===== config.mk =====
export PLATFORM = sky130hd
export DESIGN_NAME = l2_ctrl_fsm
export DESIGN_NICKNAME = d
export VERILOG_FILES = /design/src/l2_cache_pkg.sv /design/src/l2_ctrl_fsm.sv
export SDC_FILE = /design/constraint.sdc
export NUM_CORES = 1
export LEC_CHECK = 0
export ABC_AREA = 1
export BUFFER_PORTS_ARGS = -buffer_cell sky130_fd_sc_hd__buf_2
export CORE_AREA = 2 2 147 149
export CTS_BUF_LIST = sky130_fd_sc_hd__clkbuf_8
export DETAILED_ROUTE_END_ITERATION = 10
export DIE_AREA = 0 0 149 151
export GPL_TIMING_DRIVEN = 1
export HOLD_SLACK_MARGIN = 0.03
export SLEW_MARGIN = 20
export SYNTH_ARGS = -nofsm -noshare
export SYNTH_HDL_FRONTEND = slang
export SYNTH_SLANG_ARGS = --single-unit

===== constraint.sdc =====
create_clock -name clk -period 5.08 [get_ports clk]
set_input_delay 0.254 -clock clk [delete_from_list [all_inputs] [get_ports clk]]
set_output_delay 0.254 -clock clk [all_outputs]
set_load 0.05 [all_outputs]

===== src/l2_cache_pkg.sv =====
// shared widths, enums and structs for the 4-way write-back L2 cache
// used by the RTL and the testbench through scoped names
package l2_cache_pkg;

    localparam int addr_w         = 32;
    localparam int line_w         = 512;
    localparam int word_w         = 128;
    localparam int words_per_line = 4;
    localparam int num_ways       = 4;
    localparam int offset_lsb     = 6;    // byte offset bits inside a line
    localparam int line_addr_w    = addr_w - offset_lsb;

    typedef logic [1:0] way_t;
    typedef logic [1:0] word_sel_t;        // address bits 5:4

    typedef enum logic {
        op_read,
        op_write
    } l2_op_e;

    typedef enum logic [1:0] {
        st_idle,
        st_lookup,
        st_write_back,
        st_refill
    } l2_state_e;

    typedef enum logic [1:0] {
        cmd_none,
        cmd_write_word,
        cmd_fill_line
    } store_cmd_e;

    // latched request
    typedef struct packed {
        logic [addr_w-1:0] addr;
        l2_op_e            op;
        logic [word_w-1:0] wdata;
    } l2_req_t;

    // tags are right-aligned in line_addr_w wide fields,
    // the live width depends on the index width of the instance
    typedef struct packed {
        logic                   hit;
        way_t                   hit_way;
        way_t                   victim_way;
        logic                   victim_dirty;  // valid and dirty
        logic [line_addr_w-1:0] victim_tag;
    } lookup_t;

    // one array write, the set index travels beside it
    typedef struct packed {
        way_t                      way;
        logic [words_per_line-1:0] word_en;
        logic [line_addr_w-1:0]    tag;
        logic                      dirty;
        logic [line_w-1:0]         line;
    } store_wr_t;

endpackage

===== src/l2_ctrl_fsm.sv =====
// execute stage of the L2 cache
// latches the request and sequences lookup, dirty write-back and refill,
// memory control levels are registered and drop on mem_done
`timescale 1ns/1ps

module l2_ctrl_fsm #(
    parameter int index_w = 9
) (
    input  logic                                   clk,
    input  logic                                   rst_n,
    input  logic                                   req,
    input  l2_cache_pkg::l2_op_e                   req_op,
    input  logic [l2_cache_pkg::addr_w-1:0]        req_addr,
    input  logic [l2_cache_pkg::word_w-1:0]        req_wdata,
    input  l2_cache_pkg::lookup_t                  lookup,
    input  logic                                   mem_done,
    output l2_cache_pkg::l2_req_t                  cur_req,
    output logic [index_w-1:0]                     index,
    output l2_cache_pkg::l2_state_e                state,
    output l2_cache_pkg::store_cmd_e               store_cmd,
    output l2_cache_pkg::way_t                     target_way,
    output logic                                   busy,
    output logic                                   rsp_valid,
    output logic                                   mem_req,
    output logic                                   mem_we
);

    l2_cache_pkg::way_t victim_way;   // held from the missing lookup

    assign index = cur_req.addr[l2_cache_pkg::offset_lsb +: index_w];
    assign busy  = (state != l2_cache_pkg::st_idle);

    // request and victim registers, payload only
    always_ff @(posedge clk) begin
        if (state == l2_cache_pkg::st_idle && req) begin
            cur_req.addr  <= req_addr;
            cur_req.op    <= req_op;
            cur_req.wdata <= req_wdata;
        end
        if (state == l2_cache_pkg::st_lookup && !lookup.hit) begin
            victim_way <= lookup.victim_way;
        end
    end

    always_ff @(posedge clk or negedge rst_n) begin
        if (!rst_n) begin
            state     <= l2_cache_pkg::st_idle;
            rsp_valid <= 1'b0;
            mem_req   <= 1'b0;
            mem_we    <= 1'b0;
        end else begin
            rsp_valid <= 1'b0;  // single cycle pulse
            case (state)
                l2_cache_pkg::st_idle: begin
                    if (req) begin
                        state <= l2_cache_pkg::st_lookup;
                    end
                end
                l2_cache_pkg::st_lookup: begin
                    if (lookup.hit) begin
                        rsp_valid <= 1'b1;
                        state     <= l2_cache_pkg::st_idle;
                    end else if (lookup.victim_dirty) begin
                        mem_req <= 1'b1;  // write the victim out first
                        mem_we  <= 1'b1;
                        state   <= l2_cache_pkg::st_write_back;
                    end else begin
                        mem_req <= 1'b1;
                        mem_we  <= 1'b0;
                        state   <= l2_cache_pkg::st_refill;
                    end
                end
                l2_cache_pkg::st_write_back: begin
                    if (mem_req && mem_done) begin
                        mem_req <= 1'b0;  // one idle cycle before the refill read
                        mem_we  <= 1'b0;
                        state   <= l2_cache_pkg::st_refill;
                    end
                end
                l2_cache_pkg::st_refill: begin
                    if (mem_req && mem_done) begin
                        mem_req <= 1'b0;
                        state   <= l2_cache_pkg::st_lookup;  // replay, now a hit
                    end else begin
                        mem_req <= 1'b1;
                    end
                end
                default: begin
                    state <= l2_cache_pkg::st_idle;
                end
            endcase
        end
    end

    // array write kind and the way it goes to
    always_comb begin
        store_cmd  = l2_cache_pkg::cmd_none;
        target_way = victim_way;
        if (state == l2_cache_pkg::st_lookup && lookup.hit) begin
            target_way = lookup.hit_way;
            if (cur_req.op == l2_cache_pkg::op_write) begin
                store_cmd = l2_cache_pkg::cmd_write_word;
            end
        end else if (state == l2_cache_pkg::st_refill && mem_req && mem_done) begin
            store_cmd = l2_cache_pkg::cmd_fill_line;  // line lands on the leaving edge
        end
    end

endmodule


==> reports/qor.csv <==
metric,value,unit
port_buffers,350,
tightestPinTransition,641.8,ps
start_kind,register,
cap_violations,0,
hold_viol_final,0,
htreeDepth,4,
ys_warn_count,0,
post_cts_buffers,0,
drv_slew,0,
cp-end-kind,register,
synth_area,5403,um2
cts_tree,built,
cp_cell_sequence,inv_1 > ha_1 > nand2_1 > inv_6 > buf_4,
ys_ff_latch,168,
vias,4073,
max_freq,408.1,MHz
finalSetupViolations,0,
layout_setup_ws,2630,ps
final_common_cell,buf_2,
wirelength,16390,um
vias_per_cell,3.872,
grt_max_degree,69,
critPathMaxStageDelay,640,ps
grt_pass1_wl,22650,um
die_w,149,um
fin_nets,967,
finalCritPeriodShare,48.23,%
synthTopCellsByArea,"edfxtp_1, dfrtp_1, nand2_1, ha_1, buf_4",
place_ws,2596,ps
start_util,25.95,%
cts_root_buffer,clkbuf_8,
grt_pass1_vias,4253,
final_cells,1052,
clock_path_buffers,2,
drt_iter0_drc,162,
drive_above_1_share,50.39,%
slew_headroom,57.21,%
crit_fanout,68,
fin_crit,2450,ps
rsz0062_at_grt,no,
synth_top_area_share,90.60,%
skew,13.34,ps
postSynthAreaPerCell,22.89,um2
rows,53,
fin_setup_tns,0,ps
clock_latency,460,ps
clk_pin_slew,100,ps
grt_usage,13.69,%
layout_common_cells,"buf_2, dlygate4sd3_1, edfxtp_1",
arrival,2550,ps
area_growth,76.10,%
cts_num_sinks,168,
core-area,20820,um2
crit_type,reg2reg,
die_area,22500,um2
cp.required,5180,ps
drc,0,
crit_path_top_delay_cell,buf_4,
hp-class,in2reg,
pin_count,377,
ir_drop,0.0004542,V
dr.pass1.iters,4,
power_leakage,4.076,nW
status,"finished, final reports clean",
post_drt_wl_per_cell,15.58,um
numCtsBuffers,17,
yosys.area.top_type,edfxtp_1,
grt-ovfl-total,0,
die_y,151,um
synth_cell_types,16,
p_per_area,503.1,nW/um2
synthesis.nets,440,
gp_congestion,0.7047,
synth_cells,236,
drtAntennaViolNets,0,
placed_cells,854,
synth-seq-area-share,92.91,%
antenna_found_initial,2,
dp_hpwl,11360,um
==> worst max-delay path, delay by kind of cell (launching register included) <==
| family | cells | cell delay [ps] |
|---|---|---|
| buffers and inverters | 3 | 1260 |
| flip-flops | 1 | 470 |
| adder cells (fa/ha/maj) | 1 | 210 |
| AND/OR/NAND/NOR | 1 | 110 |
==> layout make-up <==
type,count,area (um2)
Tap cell,275,344.1
Multi-Input combinational cell,46,264.0
Inverter,13,56.30
Antenna cell,1,2.502
Timing Repair Buffer,517,3418
Sequential cell,168,5020
Clock buffer,17,234.0
Clock inverter,15,175.2
Fill cell,1830,11310
==> final timing paths <==
check                      slack (ps)                  from                     to  depth (start not counted)
max                              2630  state[0]$_DFFE_PN0P_  cur_req[32]$_DFFE_PP_                          5
min                               130            lookup[31]    rsp_valid$_DFF_PN0_                          3
max reg2reg                      2630  state[0]$_DFFE_PN0P_  cur_req[32]$_DFFE_PP_                          5
min reg2reg                       480    mem_we$_DFFE_PN0P_     mem_we$_DFFE_PN0P_                          2
max in group asynchronous        4810                 rst_n     mem_we$_DFFE_PN0P_                          2
min in group asynchronous         140                 rst_n    rsp_valid$_DFF_PN0_                          2
==> Yosys cell counts <==
cell type and n:
nand2_1 26, nand3_1 1, o21ai_1 3, dfrtp_1 5, inv_4 1, o21ai_2 1
edfxtp_1 163, nand3b_1 1, nand2_2 3, nor3_1 1, buf_4 9, inv_2 1
inv_1 11, ha_1 7, nor2_1 2, nor2_4 1
==> state kept, by name, summed over array words and instances, names as in the netlist <==
| name | cells |
|---|---|
| cur_req | 161 |
| mem_req | 1 |
| mem_we | 1 |
| rsp_valid | 1 |
| state | 2 |
| victim_way | 2 |
==> layer usage <==
layer	global-route usage, %	share of wire (%)
met1	15.11	39
met2	24.33	53
met3	4.699	6.8
met4	5.286	1.7
met5	0	0.085
==> logic make-up after synthesis <==
logic type / Yosys count / synth area share [%]
AND/OR/NAND/NOR: 35 / 2.825
flip-flops: 168 / 92.91
adder cells (fa/ha/maj): 7 / 1.621
AO/OA/AOI/OAI: 4 / 0.4400
buffers and inverters: 22 / 2.200
==> where the power goes <==
group / internal [mW] / leakage (nW) / switching (mW)
combinational: 0.381 / 2.29 / 1.46
sequential: 1.89 / 1.58 / 0.0915
clock: 0.378 / 0.202 / 0.581
total: 2.65 / 4.08 / 2.13
==> through the flow <==
stage               cell area (um2)  util, %  total power [mW]  hold slack [ps]
floorplan                      5403        -             3.372           -41.59
detailed placement             7451    35.78             3.772            78.01
CTS                            9512    45.68             4.839            81.46
global route                   9514    45.69             4.996            87.08
finish                         9514    45.69             4.787            126.2
global placement               7451    35.78             3.752            76.51
==> timing repair <==
| action | CTS | global route |
|---|---|---|
| resized for setup | 0 | 0 |
| hold buffers | 165 | 0 |
| hold endpoints to repair | 169 | 0 |
Power figures use the tool's default switching activity.
