==> config.mk <==
export PLATFORM = sky130hd
export DESIGN_NAME = l2_tag_lookup
export DESIGN_NICKNAME = d
export VERILOG_FILES = /design/src/l2_cache_pkg.sv /design/src/l2_tag_lookup.sv
export SDC_FILE = /design/constraint.sdc
export NUM_CORES = 1
export LEC_CHECK = 0
export BUFFER_PORTS_ARGS = -buffer_cell sky130_fd_sc_hd__clkbuf_2
export CORE_AREA = 3 3 105 107
export DETAILED_ROUTE_END_ITERATION = 8
export DIE_AREA = 0 0 108 110
export GPL_TIMING_DRIVEN = 0
export RECOVER_POWER = 50
export SYNTH_ARGS = -nofsm -noshare
export SYNTH_HDL_FRONTEND = slang
export SYNTH_SLANG_ARGS = --single-unit
==> constraint.sdc <==
create_clock -name vclk -period 2.2
set_input_delay 0.44 -clock vclk [all_inputs]
set_output_delay 0.44 -clock vclk [all_outputs]
set_load 0.005 [all_outputs]
==> src/l2_cache_pkg.sv <==
// shared widths, enums and structs for the 4-way write-back L2 cache
// used by the RTL and the testbench through scoped names
package l2_cache_pkg;

    localparam int addr_w         = 32;
    localparam int line_w         = 512;
    localparam int word_w         = 128;
    localparam int words_per_line = 4;
    localparam int num_ways       = 4;
    localparam int offset_lsb     = 6;    // byte offset bits inside a line
    localparam int line_addr_w    = addr_w - offset_lsb;

    typedef logic [1:0] way_t;
    typedef logic [1:0] word_sel_t;        // address bits 5:4

    typedef enum logic {
        op_read,
        op_write
    } l2_op_e;

    typedef enum logic [1:0] {
        st_idle,
        st_lookup,
        st_write_back,
        st_refill
    } l2_state_e;

    typedef enum logic [1:0] {
        cmd_none,
        cmd_write_word,
        cmd_fill_line
    } store_cmd_e;

    // latched request
    typedef struct packed {
        logic [addr_w-1:0] addr;
        l2_op_e            op;
        logic [word_w-1:0] wdata;
    } l2_req_t;

    // tags are right-aligned in line_addr_w wide fields,
    // the live width depends on the index width of the instance
    typedef struct packed {
        logic                   hit;
        way_t                   hit_way;
        way_t                   victim_way;
        logic                   victim_dirty;  // valid and dirty
        logic [line_addr_w-1:0] victim_tag;
    } lookup_t;

    // one array write, the set index travels beside it
    typedef struct packed {
        way_t                      way;
        logic [words_per_line-1:0] word_en;
        logic [line_addr_w-1:0]    tag;
        logic                      dirty;
        logic [line_w-1:0]         line;
    } store_wr_t;

endpackage
==> src/l2_tag_lookup.sv <==
// decode stage of the L2 cache
// compares the request tag against all ways, picks the hit way and the victim
`timescale 1ns/1ps

module l2_tag_lookup #(
    parameter int index_w = 9
) (
    input  l2_cache_pkg::l2_req_t                           cur_req,
    input  logic [2:0]                                      plru,
    input  logic [l2_cache_pkg::num_ways-1:0]
                 [l2_cache_pkg::addr_w-l2_cache_pkg::offset_lsb-index_w-1:0] way_tag,
    input  logic [l2_cache_pkg::num_ways-1:0]               way_valid,
    input  logic [l2_cache_pkg::num_ways-1:0]               way_dirty,
    output l2_cache_pkg::lookup_t                           lookup
);

    localparam int tag_w = l2_cache_pkg::addr_w - l2_cache_pkg::offset_lsb - index_w;

    logic [tag_w-1:0]        req_tag;
    logic                    hit;
    l2_cache_pkg::way_t      hit_way;
    logic                    any_invalid;
    l2_cache_pkg::way_t      inv_way;
    l2_cache_pkg::way_t      victim;

    assign req_tag = cur_req.addr[l2_cache_pkg::addr_w-1 -: tag_w];

    always_comb begin
        hit         = 1'b0;
        hit_way     = '0;
        any_invalid = 1'b0;
        inv_way     = '0;
        // walk down so the lowest matching way wins
        for (int w = l2_cache_pkg::num_ways - 1; w >= 0; w--) begin
            if (way_valid[w] && way_tag[w] == req_tag) begin
                hit     = 1'b1;
                hit_way = l2_cache_pkg::way_t'(w);
            end
            if (!way_valid[w]) begin
                any_invalid = 1'b1;
                inv_way     = l2_cache_pkg::way_t'(w);  // first invalid way
            end
        end
    end

    // tree pseudo-LRU: bit 0 picks the half, bit 1 or 2 the way in it
    always_comb begin
        if (any_invalid) begin
            victim = inv_way;
        end else if (!plru[0]) begin
            victim = plru[1] ? 2'd1 : 2'd0;
        end else begin
            victim = plru[2] ? 2'd3 : 2'd2;
        end
    end

    always_comb begin
        lookup              = '0;
        lookup.hit          = hit;
        lookup.hit_way      = hit_way;
        lookup.victim_way   = victim;
        lookup.victim_dirty = way_valid[victim] & way_dirty[victim];
        lookup.victim_tag[tag_w-1:0] = way_tag[victim];
    end

endmodule

==> results of run 1 <==
-- stage by stage --
step	power, mW	area (um^2)	setup WS [ns]	hold slack [ns]	std cells
floorplan	0.214	1460	0.183	0.978	153
global placement	0.445	2220	-0.447	1.20	407
detailed placement	0.450	2220	-0.449	1.20	407
CTS	0.555	2610	-0.223	1.22	425
global route	0.620	2720	-0.200	1.23	427
finish	0.577	2720	-0.244	1.22	427
-- layout make-up --
cell class | count | area [um^2] | share of cell area, %
Tap cell | 136 | 170 | 6.26
Multi-Input combinational cell | 136 | 1530 | 56.1
Buffer | 13 | 128 | 4.69
Inverter | 3 | 11.3 | 0.414
Timing Repair Buffer | 139 | 886 | 32.6
-- power groups by stage --
stage | clock network [mW] | registers [mW] | logic, mW
2_1_floorplan | 0 | 0 | 0.214
3_3_place_gp | 0 | 0 | 0.445
3_5_place_dp | 0 | 0 | 0.450
4_1_cts | 0 | 0 | 0.555
5_1_grt | 0 | 0 | 0.620
6_report | 0 | 0 | 0.577
-- repair_timing --
item | 4_1_cts | 5_1_grt
cloned | 3 | 0
setup endpoints to repair | 22 | 21
pin swaps | 17 | 19
gates resized for setup | 64 | 43
hold buffers | 0 | 0
setup buffers | 16 | 4
-- worst min-delay path: stages --
cell	delay, ns
clkbuf_8	0.13
nand2_4	0.07
a21oi_1	0.04
clkbuf_2	0.10
-- how the worst max path moves through the flow --
stage	end	cells after the start	slack, ns	startpoint
final	lookup[30]	7	-0.24	way_tag[46]
after global placement	lookup[30]	7	-0.45	cur_req[154]
after floorplan	lookup[15]	6	0.18	plru[0]
after CTS	lookup[30]	7	-0.22	cur_req[153]
after detailed placement	lookup[30]	7	-0.45	cur_req[154]
after global routing	lookup[30]	7	-0.20	way_tag[48]
-- logic make-up (layout without fill, tap and decap cells) --
group           count (synthesis)  in the layout  share of synthesized area (%)
compound gates                  6              6                           3.32
buf+inv                        17            155                           8.12
other cells                     1              9                          0.262
xor+xnor                       68             68                           41.6
simple gates                   33             33                           13.7
mux                            20             20                           33.0
-- metal layers --
layer | wire (um) | up-vias
li1 | - | 814
met1 | 3870 | 810
met2 | 3340 | 110
met3 | 528 | 2
met4 | 19 | 0
met5 | 0 | -
-- layout by cell type (no fill, tap or decap), drive strengths merged, types with 2 or more instances in the layout --
cell	netlist	final
xor2	25	25
nand4	11	11
mux4	17	17
inv	3	3
conb	1	9
xnor2	43	43
buf	12	42
a21oi	2	2
nor4	7	7
nor3	3	3
nand3	4	4
clkbuf	2	110
nand2	5	5
mux2	3	3
==> run metrics, run 1 <==
initial antenna violation count=0; Yosys top cell area share=27.5%; n_diodes=0; post-route setup slack=-0.244 ns; Total GRT Usage=12.4%; final setup fails=15; met2 usage=20.0%; router iterations before antenna repair=4; crit share post-route=111%; CP Capture Type=output pin; post-route minimum period=2.44 ns; Final Hold Fails=0; Int Pwr=0.309 mW; Final Max Tran Viols=0; Reg power frac=0%; largest net degree at the start of global routing=6; Comb power frac=100.0%; vias per cell=4.07; CP max stage cell=nor4_2; routability cong.=0.747; largest fanout on the critical path=2; DRT iter0 DRCs=106; VDD IR max=77.4 uV; row count=37; CP Cell Sequence=clkbuf_2 -> xor2_2 -> nor4_2 -> nand3_1 -> or2_1 -> a221oi_2 -> buf_2; crit start category=input port; Worst Hold Endpoint=lookup[26]; Worst EP arrival=2.00 ns; Seq cells=0; Area Overhead vs Synth=89.9%; top post-synthesis cells by area=mux4_1 28%, xnor2_1 26%, xor2_1 15%; Post-Syn Instances=145; Setup Total Neg Slack=-0.817 ns; drc violations=0; FILL cells=1117; clock share of power=0%; PD cells=212 mW/mm^2; Unique masters post-synth=26; busiest grt layer=met2; f_max=409 MHz; Cell Area, Synth=0.00143 mm^2; area occupied by registers=0 um^2; WHS Path Cells=4; layout cell share with drive strength beyond 1=67.7%; post-layout net count=533; vias=1736; Die Y=110 um; vias in the first global route=1870; DP HPWL=6.52 mm; Die ar.=0.0119 mm^2; global-route wire length before repair=10.9 mm; Buf+Inv Stages, Crit Path=2; status=finished with violations; sequential element share of the synthesized area=0%; Yosys warnings=0; cell accounting for the most synthesized area=mux4_1; unrepaired setup endpoints after global routing=true; drt total wl=7.76 mm; Commonest cells post-synth=43 x xnor2_1, 25 x xor2_1, 15 x mux4_1; met3 Resource Use GR=0.932%; CP Class=input port to output pin; count of buffers from port buffering=118; Initial Utilization=14.0%; post-detailed-route wirelength per cell=18.2 um; total core area=0.0102 mm^2; total congestion overflow=0; most frequent cell after synthesis=xnor2_1; Syn Area/Cell=9.88 um^2; clkbuf count=0; WP data required=1.76 ns; CP delay by family, top=simple AND/OR/NAND/NOR gates; slowest stage delay, CP=0.35 ns; Leak=1.19 nW; worst hold start=way_valid[1]; Core Util, Final=26.6%; failing checks=negative setup slack; Die Width=108 um; sw power=0.268 mW; Net Sw Frac=46.4%; GRT met1 Usage=19.0%; HP Class=input port to output pin; max-cap violations=0; Antenna Nets Post-Route=0; Boundary Pins=272
No activity file was read; power rests on OpenSTA's default activity.
==> inputs of run 2 (changes only) <==
==> constraint.sdc (replaced) <==
create_clock -name vclk -period 2.2
set_input_delay 0.22 -clock vclk [all_inputs]
set_output_delay 0.22 -clock vclk [all_outputs]
set_load 0.005 [all_outputs]
==> run 2 against run 1 <==
The run now ends clean. Cell area is 18% lower. Global-route usage shrank 1.3 points. First-iteration DRC count is 29% lower. Power decreased by 22%. Sequential cell count is the same. Maximum frequency grew 16%. Die area unchanged. Setup slack improved by 0.34 ns. Via count shrank 3.5%. Worst hold slack got worse by 0.45 ns. Clock-buffer cell count is the same. Routed wire length is 8.5% lower.
==> run metrics, run 2 (same netlist as run 1, synthesis figures left out) <==
status=completed; Final Max Tran Viols=0 (unchanged); drc violations=0 (unchanged); Leak=1.01 nW (-15%); worst hold margin=0.766 ns (-0.453 ns); VDD IR max=70.8 uV (-8.6%); unrepaired setup endpoints after global routing=false; routability cong.=0.747 (unchanged); Seq cells=0 (unchanged); largest net degree at the start of global routing=11 (+5); vias=1676 (-3.5%); CP Capture Type=output pin; Worst EP arrival=1.88 ns (-0.12 ns); Final Hold Fails=0 (unchanged); vias per cell=4.12 (+1.3%); Initial Utilization=14.0% (unchanged); clkbuf count=0 (unchanged); number of buffers inserted by hold repair at cts=0 (unchanged); Total GRT Usage=11.1% (-1.3 points); most frequent cells in the layout=114 x clkbuf_2, 43 x xnor2_1, 25 x xor2_1, 15 x mux4_1, 11 x nand4_1; initial antenna violation count=0 (unchanged); Post-CTS Setup Bufs=0 (-16); total core area=0.0102 mm^2 (unchanged); Core Util, Final=21.8% (-4.8 points); WP data required=1.98 ns (+0.22 ns); drt total wl=7.10 mm (-8.5%); post-detailed-route wirelength per cell=17.4 um (-4.0%); router iterations before antenna repair=4 (unchanged); global-route wire length before repair=9.70 mm (-11%); CP Class=input port to output pin; Die Y=110 um (unchanged); WHS Path Cells=4 (unchanged); Area Overhead vs Synth=55.9%; f_max=476 MHz (+16%); count of buffers from port buffering=118 (unchanged); DRT iter0 DRCs=75 (-29%); Die ar.=0.0119 mm^2 (unchanged); post-layout net count=513 (-3.8%); Die Width=108 um (unchanged); area occupied by registers=0 um^2 (unchanged); worst hold start=way_valid[3]; n_diodes=0 (unchanged); Boundary Pins=272 (unchanged); vias in the first global route=1695 (-9.4%); PD cells=201 mW/mm^2 (-5.3%); HP Class=input port to output pin; Worst Hold Endpoint=lookup[26]; crit share post-route=95.5% (-16 points); max-cap violations=0 (unchanged); crit start category=input port; Antenna Nets Post-Route=0 (unchanged); layout cell share with drive strength beyond 1=50.9% (-17 points); post-route minimum period=2.10 ns (-0.342 ns); DP HPWL=6.52 mm (unchanged); most common cell after layout, fill and taps aside=clkbuf_2; total congestion overflow=0 (unchanged); final setup fails=0 (-15); largest fanout on the critical path=10 (+8); row count=37 (unchanged)
run 2: cell count changes in the layout (fill, tap and decap cells not counted), sizes merged:
cell | before | now
buf | 42 | 11
clkbuf | 110 | 121
run 2: layout make-up:
cell class / count / area, um^2
plain buffers: 14 / 103
fillers: 1160 / 8000
inverters: 3 / 11.3
multi-input cells: 136 / 1370
well taps: 136 / 170
repair buffers: 118 / 584
run 2: layer usage:
| layer | track usage [%] | wire length [um] |
|---|---|---|
| met5 | 0 | 0 |
| met2 | 17.7 | 2870 |
| met3 | 1.22 | 586 |
| met4 | 0.541 | 54 |
| met1 | 16.8 | 3580 |
run 2: timing repair:
action,in CTS,in global routing
endpoints found under the hold margin,0,0
setup endpoints to repair,1,2
resized for setup,1,2
run 2: metrics by stage:
stage	setup WS, ns	TNS (ns)	power (mW)	cells	area (um^2)
2_1_floorplan	0.623	0	0.214	153	1460
3_3_place_gp	-0.00696	-0.00696	0.445	407	2220
3_5_place_dp	-0.00903	-0.00903	0.450	407	2220
4_1_cts	0.00486	0	0.454	407	2230
5_1_grt	0.0185	0	0.487	407	2230
6_report	0.0979	0	0.449	407	2230
run 2: worst max-delay path by stage:
stage	slack, ns	depth (start not counted)	to	start
floorplan	0.62	6	lookup[15]	plru[0]
global placement	-0.007	7	lookup[30]	cur_req[154]
detailed placement	-0.009	7	lookup[30]	cur_req[154]
CTS	0.005	7	lookup[30]	cur_req[158]
global route	0.02	6	lookup[2]	way_valid[0]
finish	0.1	6	lookup[2]	way_valid[0]
run 2: power by group:
part | switching, mW | internal, mW
clock | 0 | 0
sequential | 0 | 0
combinational | 0.222 | 0.227
run 2: critical path: stages:
cell      delay, ns
clkbuf_1       0.18
nand2_1        0.10
a31oi_1        0.20
clkbuf_2       0.41
mux4_1         0.61
clkbuf_2       0.16
==> inputs of run 3 (changes only) <==
--- a/config.mk
+++ b/config.mk
@@ -5,11 +5,11 @@
 export SDC_FILE = /design/constraint.sdc
 export NUM_CORES = 1
 export LEC_CHECK = 0
+export ABC_CLOCK_PERIOD_IN_PS = 2200
 export BUFFER_PORTS_ARGS = -buffer_cell sky130_fd_sc_hd__clkbuf_2
 export CORE_AREA = 3 3 105 107
 export DETAILED_ROUTE_END_ITERATION = 8
 export DIE_AREA = 0 0 108 110
-export GPL_TIMING_DRIVEN = 0
 export RECOVER_POWER = 50
 export SYNTH_ARGS = -nofsm -noshare
 export SYNTH_HDL_FRONTEND = slang
==> run 3 against run 2 <==
Combinational power fell by 4.5%. Largest cell class unchanged. Utilization fell by 0.86 points. Critical path type unchanged. Routed wire length fell by 6.8%. Sequential cell count did not move. Critical endpoint is now lookup[31]. First-iteration DRC count fell by 11%. Via count fell by 5.1%.
==> run metrics, run 3 (same netlist as run 1, synthesis figures left out) <==
status=completed; slowest stage delay, CP=0.55 ns (-0.06 ns); post-route setup slack=0.0815 ns (-0.0165 ns); vias per cell=4.02 (-2.5%); critical path's most frequent cell=clkbuf_2; Worst Hold Endpoint=lookup[26]; pre-CTS setup slack=-0.0238 ns (-0.0148 ns); final setup fails=0 (unchanged); number of buffers inserted by hold repair at cts=0 (unchanged); row count=37 (unchanged); Die Y=110 um (unchanged); largest net degree at the start of global routing=19 (+8); unrepaired setup endpoints after global routing=false; Die Width=108 um (unchanged); Reg power frac=0% (unchanged); post-detailed-route wirelength per cell=16.7 um (-4.2%); worst hold start=way_valid[3]; Comb power frac=100.0% (about the same); drt total wl=6.62 mm (-6.8%); FILL cells=1159 (-0.086%); Area Overhead vs Synth=49.8%; WP data required=1.98 ns (about the same); total core area=0.0102 mm^2 (unchanged); f_max=472 MHz (-0.78%); post-layout net count=502 (-2.1%); Leak=0.959 nW (-5.5%); Total GRT Usage=10.5% (-0.59 points); crit start category=input port; PD cells=200 mW/mm^2 (-0.52%); non-filler instance count after layout=396 (-2.7%); VDD IR max=65.6 uV (-7.3%); vias=1590 (-5.1%); Antenna Nets Post-Route=0 (unchanged); initial antenna violation count=1 (+1); CP Capture Type=output pin; most frequent cells in the layout=115 x clkbuf_2, 43 x xnor2_1, 25 x xor2_1, 15 x mux4_1, 11 x nand4_1; post-route minimum period=2.12 ns (+0.0165 ns); crit share post-route=96.3% (+0.75 points); Int Pwr=0.216 mW (-4.7%); clock share of power=0% (unchanged); Die ar.=0.0119 mm^2 (unchanged); Final Max Tran Viols=0 (unchanged); Slew @ Worst Pin=0.583 ns; CP Cell Sequence=clkbuf_2 -> xor2_1 -> nor4_1 -> nand3_1 -> nor4_2 -> nand4b_1 -> clkbuf_2; total congestion overflow=0 (unchanged); Placed Cells=396 (-2.7%); count of buffers from port buffering=119 (+0.85%); drc violations=0 (unchanged); Worst EP arrival=1.90 ns (+0.02 ns); area occupied by registers=0 um^2 (unchanged); CP Class=input port to output pin; Seq cells=0 (unchanged); vias in the first global route=1607 (-5.2%); routability cong.=0.764 (+2.3%); Initial Utilization=14.0% (unchanged); Net Sw Frac=49.6% (+0.17 points); DP HPWL=6.21 mm (-4.8%); WHS Path Cells=4 (unchanged); n_diodes=0 (unchanged); relative slew slack=60.8%; Boundary Pins=272 (unchanged); HP Class=input port to output pin; DRT iter0 DRCs=67 (-11%); Final Hold Fails=0 (unchanged); CP max stage cell=nor4_1; router iterations before antenna repair=3 (-1); global-route wire length before repair=9.27 mm (-4.5%); sw power=0.213 mW (-4.1%); clkbuf count=0 (unchanged); most common cell after layout, fill and taps aside=clkbuf_2; largest fanout on the critical path=4 (-6); max-cap violations=0 (unchanged); layout cell share with drive strength beyond 1=49.2% (-1.7 points); Pwr Total=0.429 mW (-4.4%)
run 3: routing by layer:
layer  part of all wire, %  wire (um)  GRT usage [%]  up-vias
met4                  0.57         38          0.361        2
met2                    41       2680           16.3      100
met3                   9.1        599           1.81        4
li1                      -          -              -      767
met5                  0.11          7              0        -
met1                    50       3290           15.9      717
run 3: worst max path at each step:
stage	endpoint	from	depth (start not counted)	slack (ns)
floorplan	lookup[15]	plru[0]	6	0.62
global placement	lookup[30]	cur_req[154]	7	-0.03
CTS	lookup[30]	cur_req[158]	7	0.14
finish	lookup[31]	cur_req[149]	7	0.08
detailed placement	lookup[30]	cur_req[154]	7	-0.02
global route	lookup[15]	plru[0]	7	0.04
run 3: final cells by class:
cell class                      count  area (um^2)  share of cell area, %
Inverter                            3         11.3                  0.525
Multi-Input combinational cell    136         1360                   63.3
Timing Repair Buffer              121          606                   28.2
Tap cell                          136          170                   7.93
run 3: timing repair:
item / in CTS / in global routing
gates resized for setup: 2 / 0
endpoints found under the setup margin: 1 / 0
setup buffers: 0 / 0
run 3: metrics by stage:
| step | utilization, % | hold WS (ns) | setup TNS (ns) | area (um^2) |
|---|---|---|---|---|
| floorplan | - | 0.538 | 0 | 1460 |
| global placement | 21.0 | 0.772 | -0.0285 | 2140 |
| detailed placement | 21.0 | 0.776 | -0.0238 | 2140 |
| CTS | 21.1 | 0.777 | 0 | 2160 |
| global route | 21.0 | 0.795 | 0 | 2150 |
| finish | 21.0 | 0.760 | 0 | 2150 |
run 3: power by group through the flow:
stage | clock network, mW | registers [mW] | logic [mW]
after detailed placement | 0 | 0 | 0.432
after CTS | 0 | 0 | 0.438
after global routing | 0 | 0 | 0.468
final | 0 | 0 | 0.429
after floorplan | 0 | 0 | 0.214
after global placement | 0 | 0 | 0.429
run 3: worst max-delay path, delay by kind of cell:
family	cells	cell delay, ns
XOR/XNOR	1	0.18
buffers and inverters	2	0.25
AND/OR/NAND/NOR	4	1.23
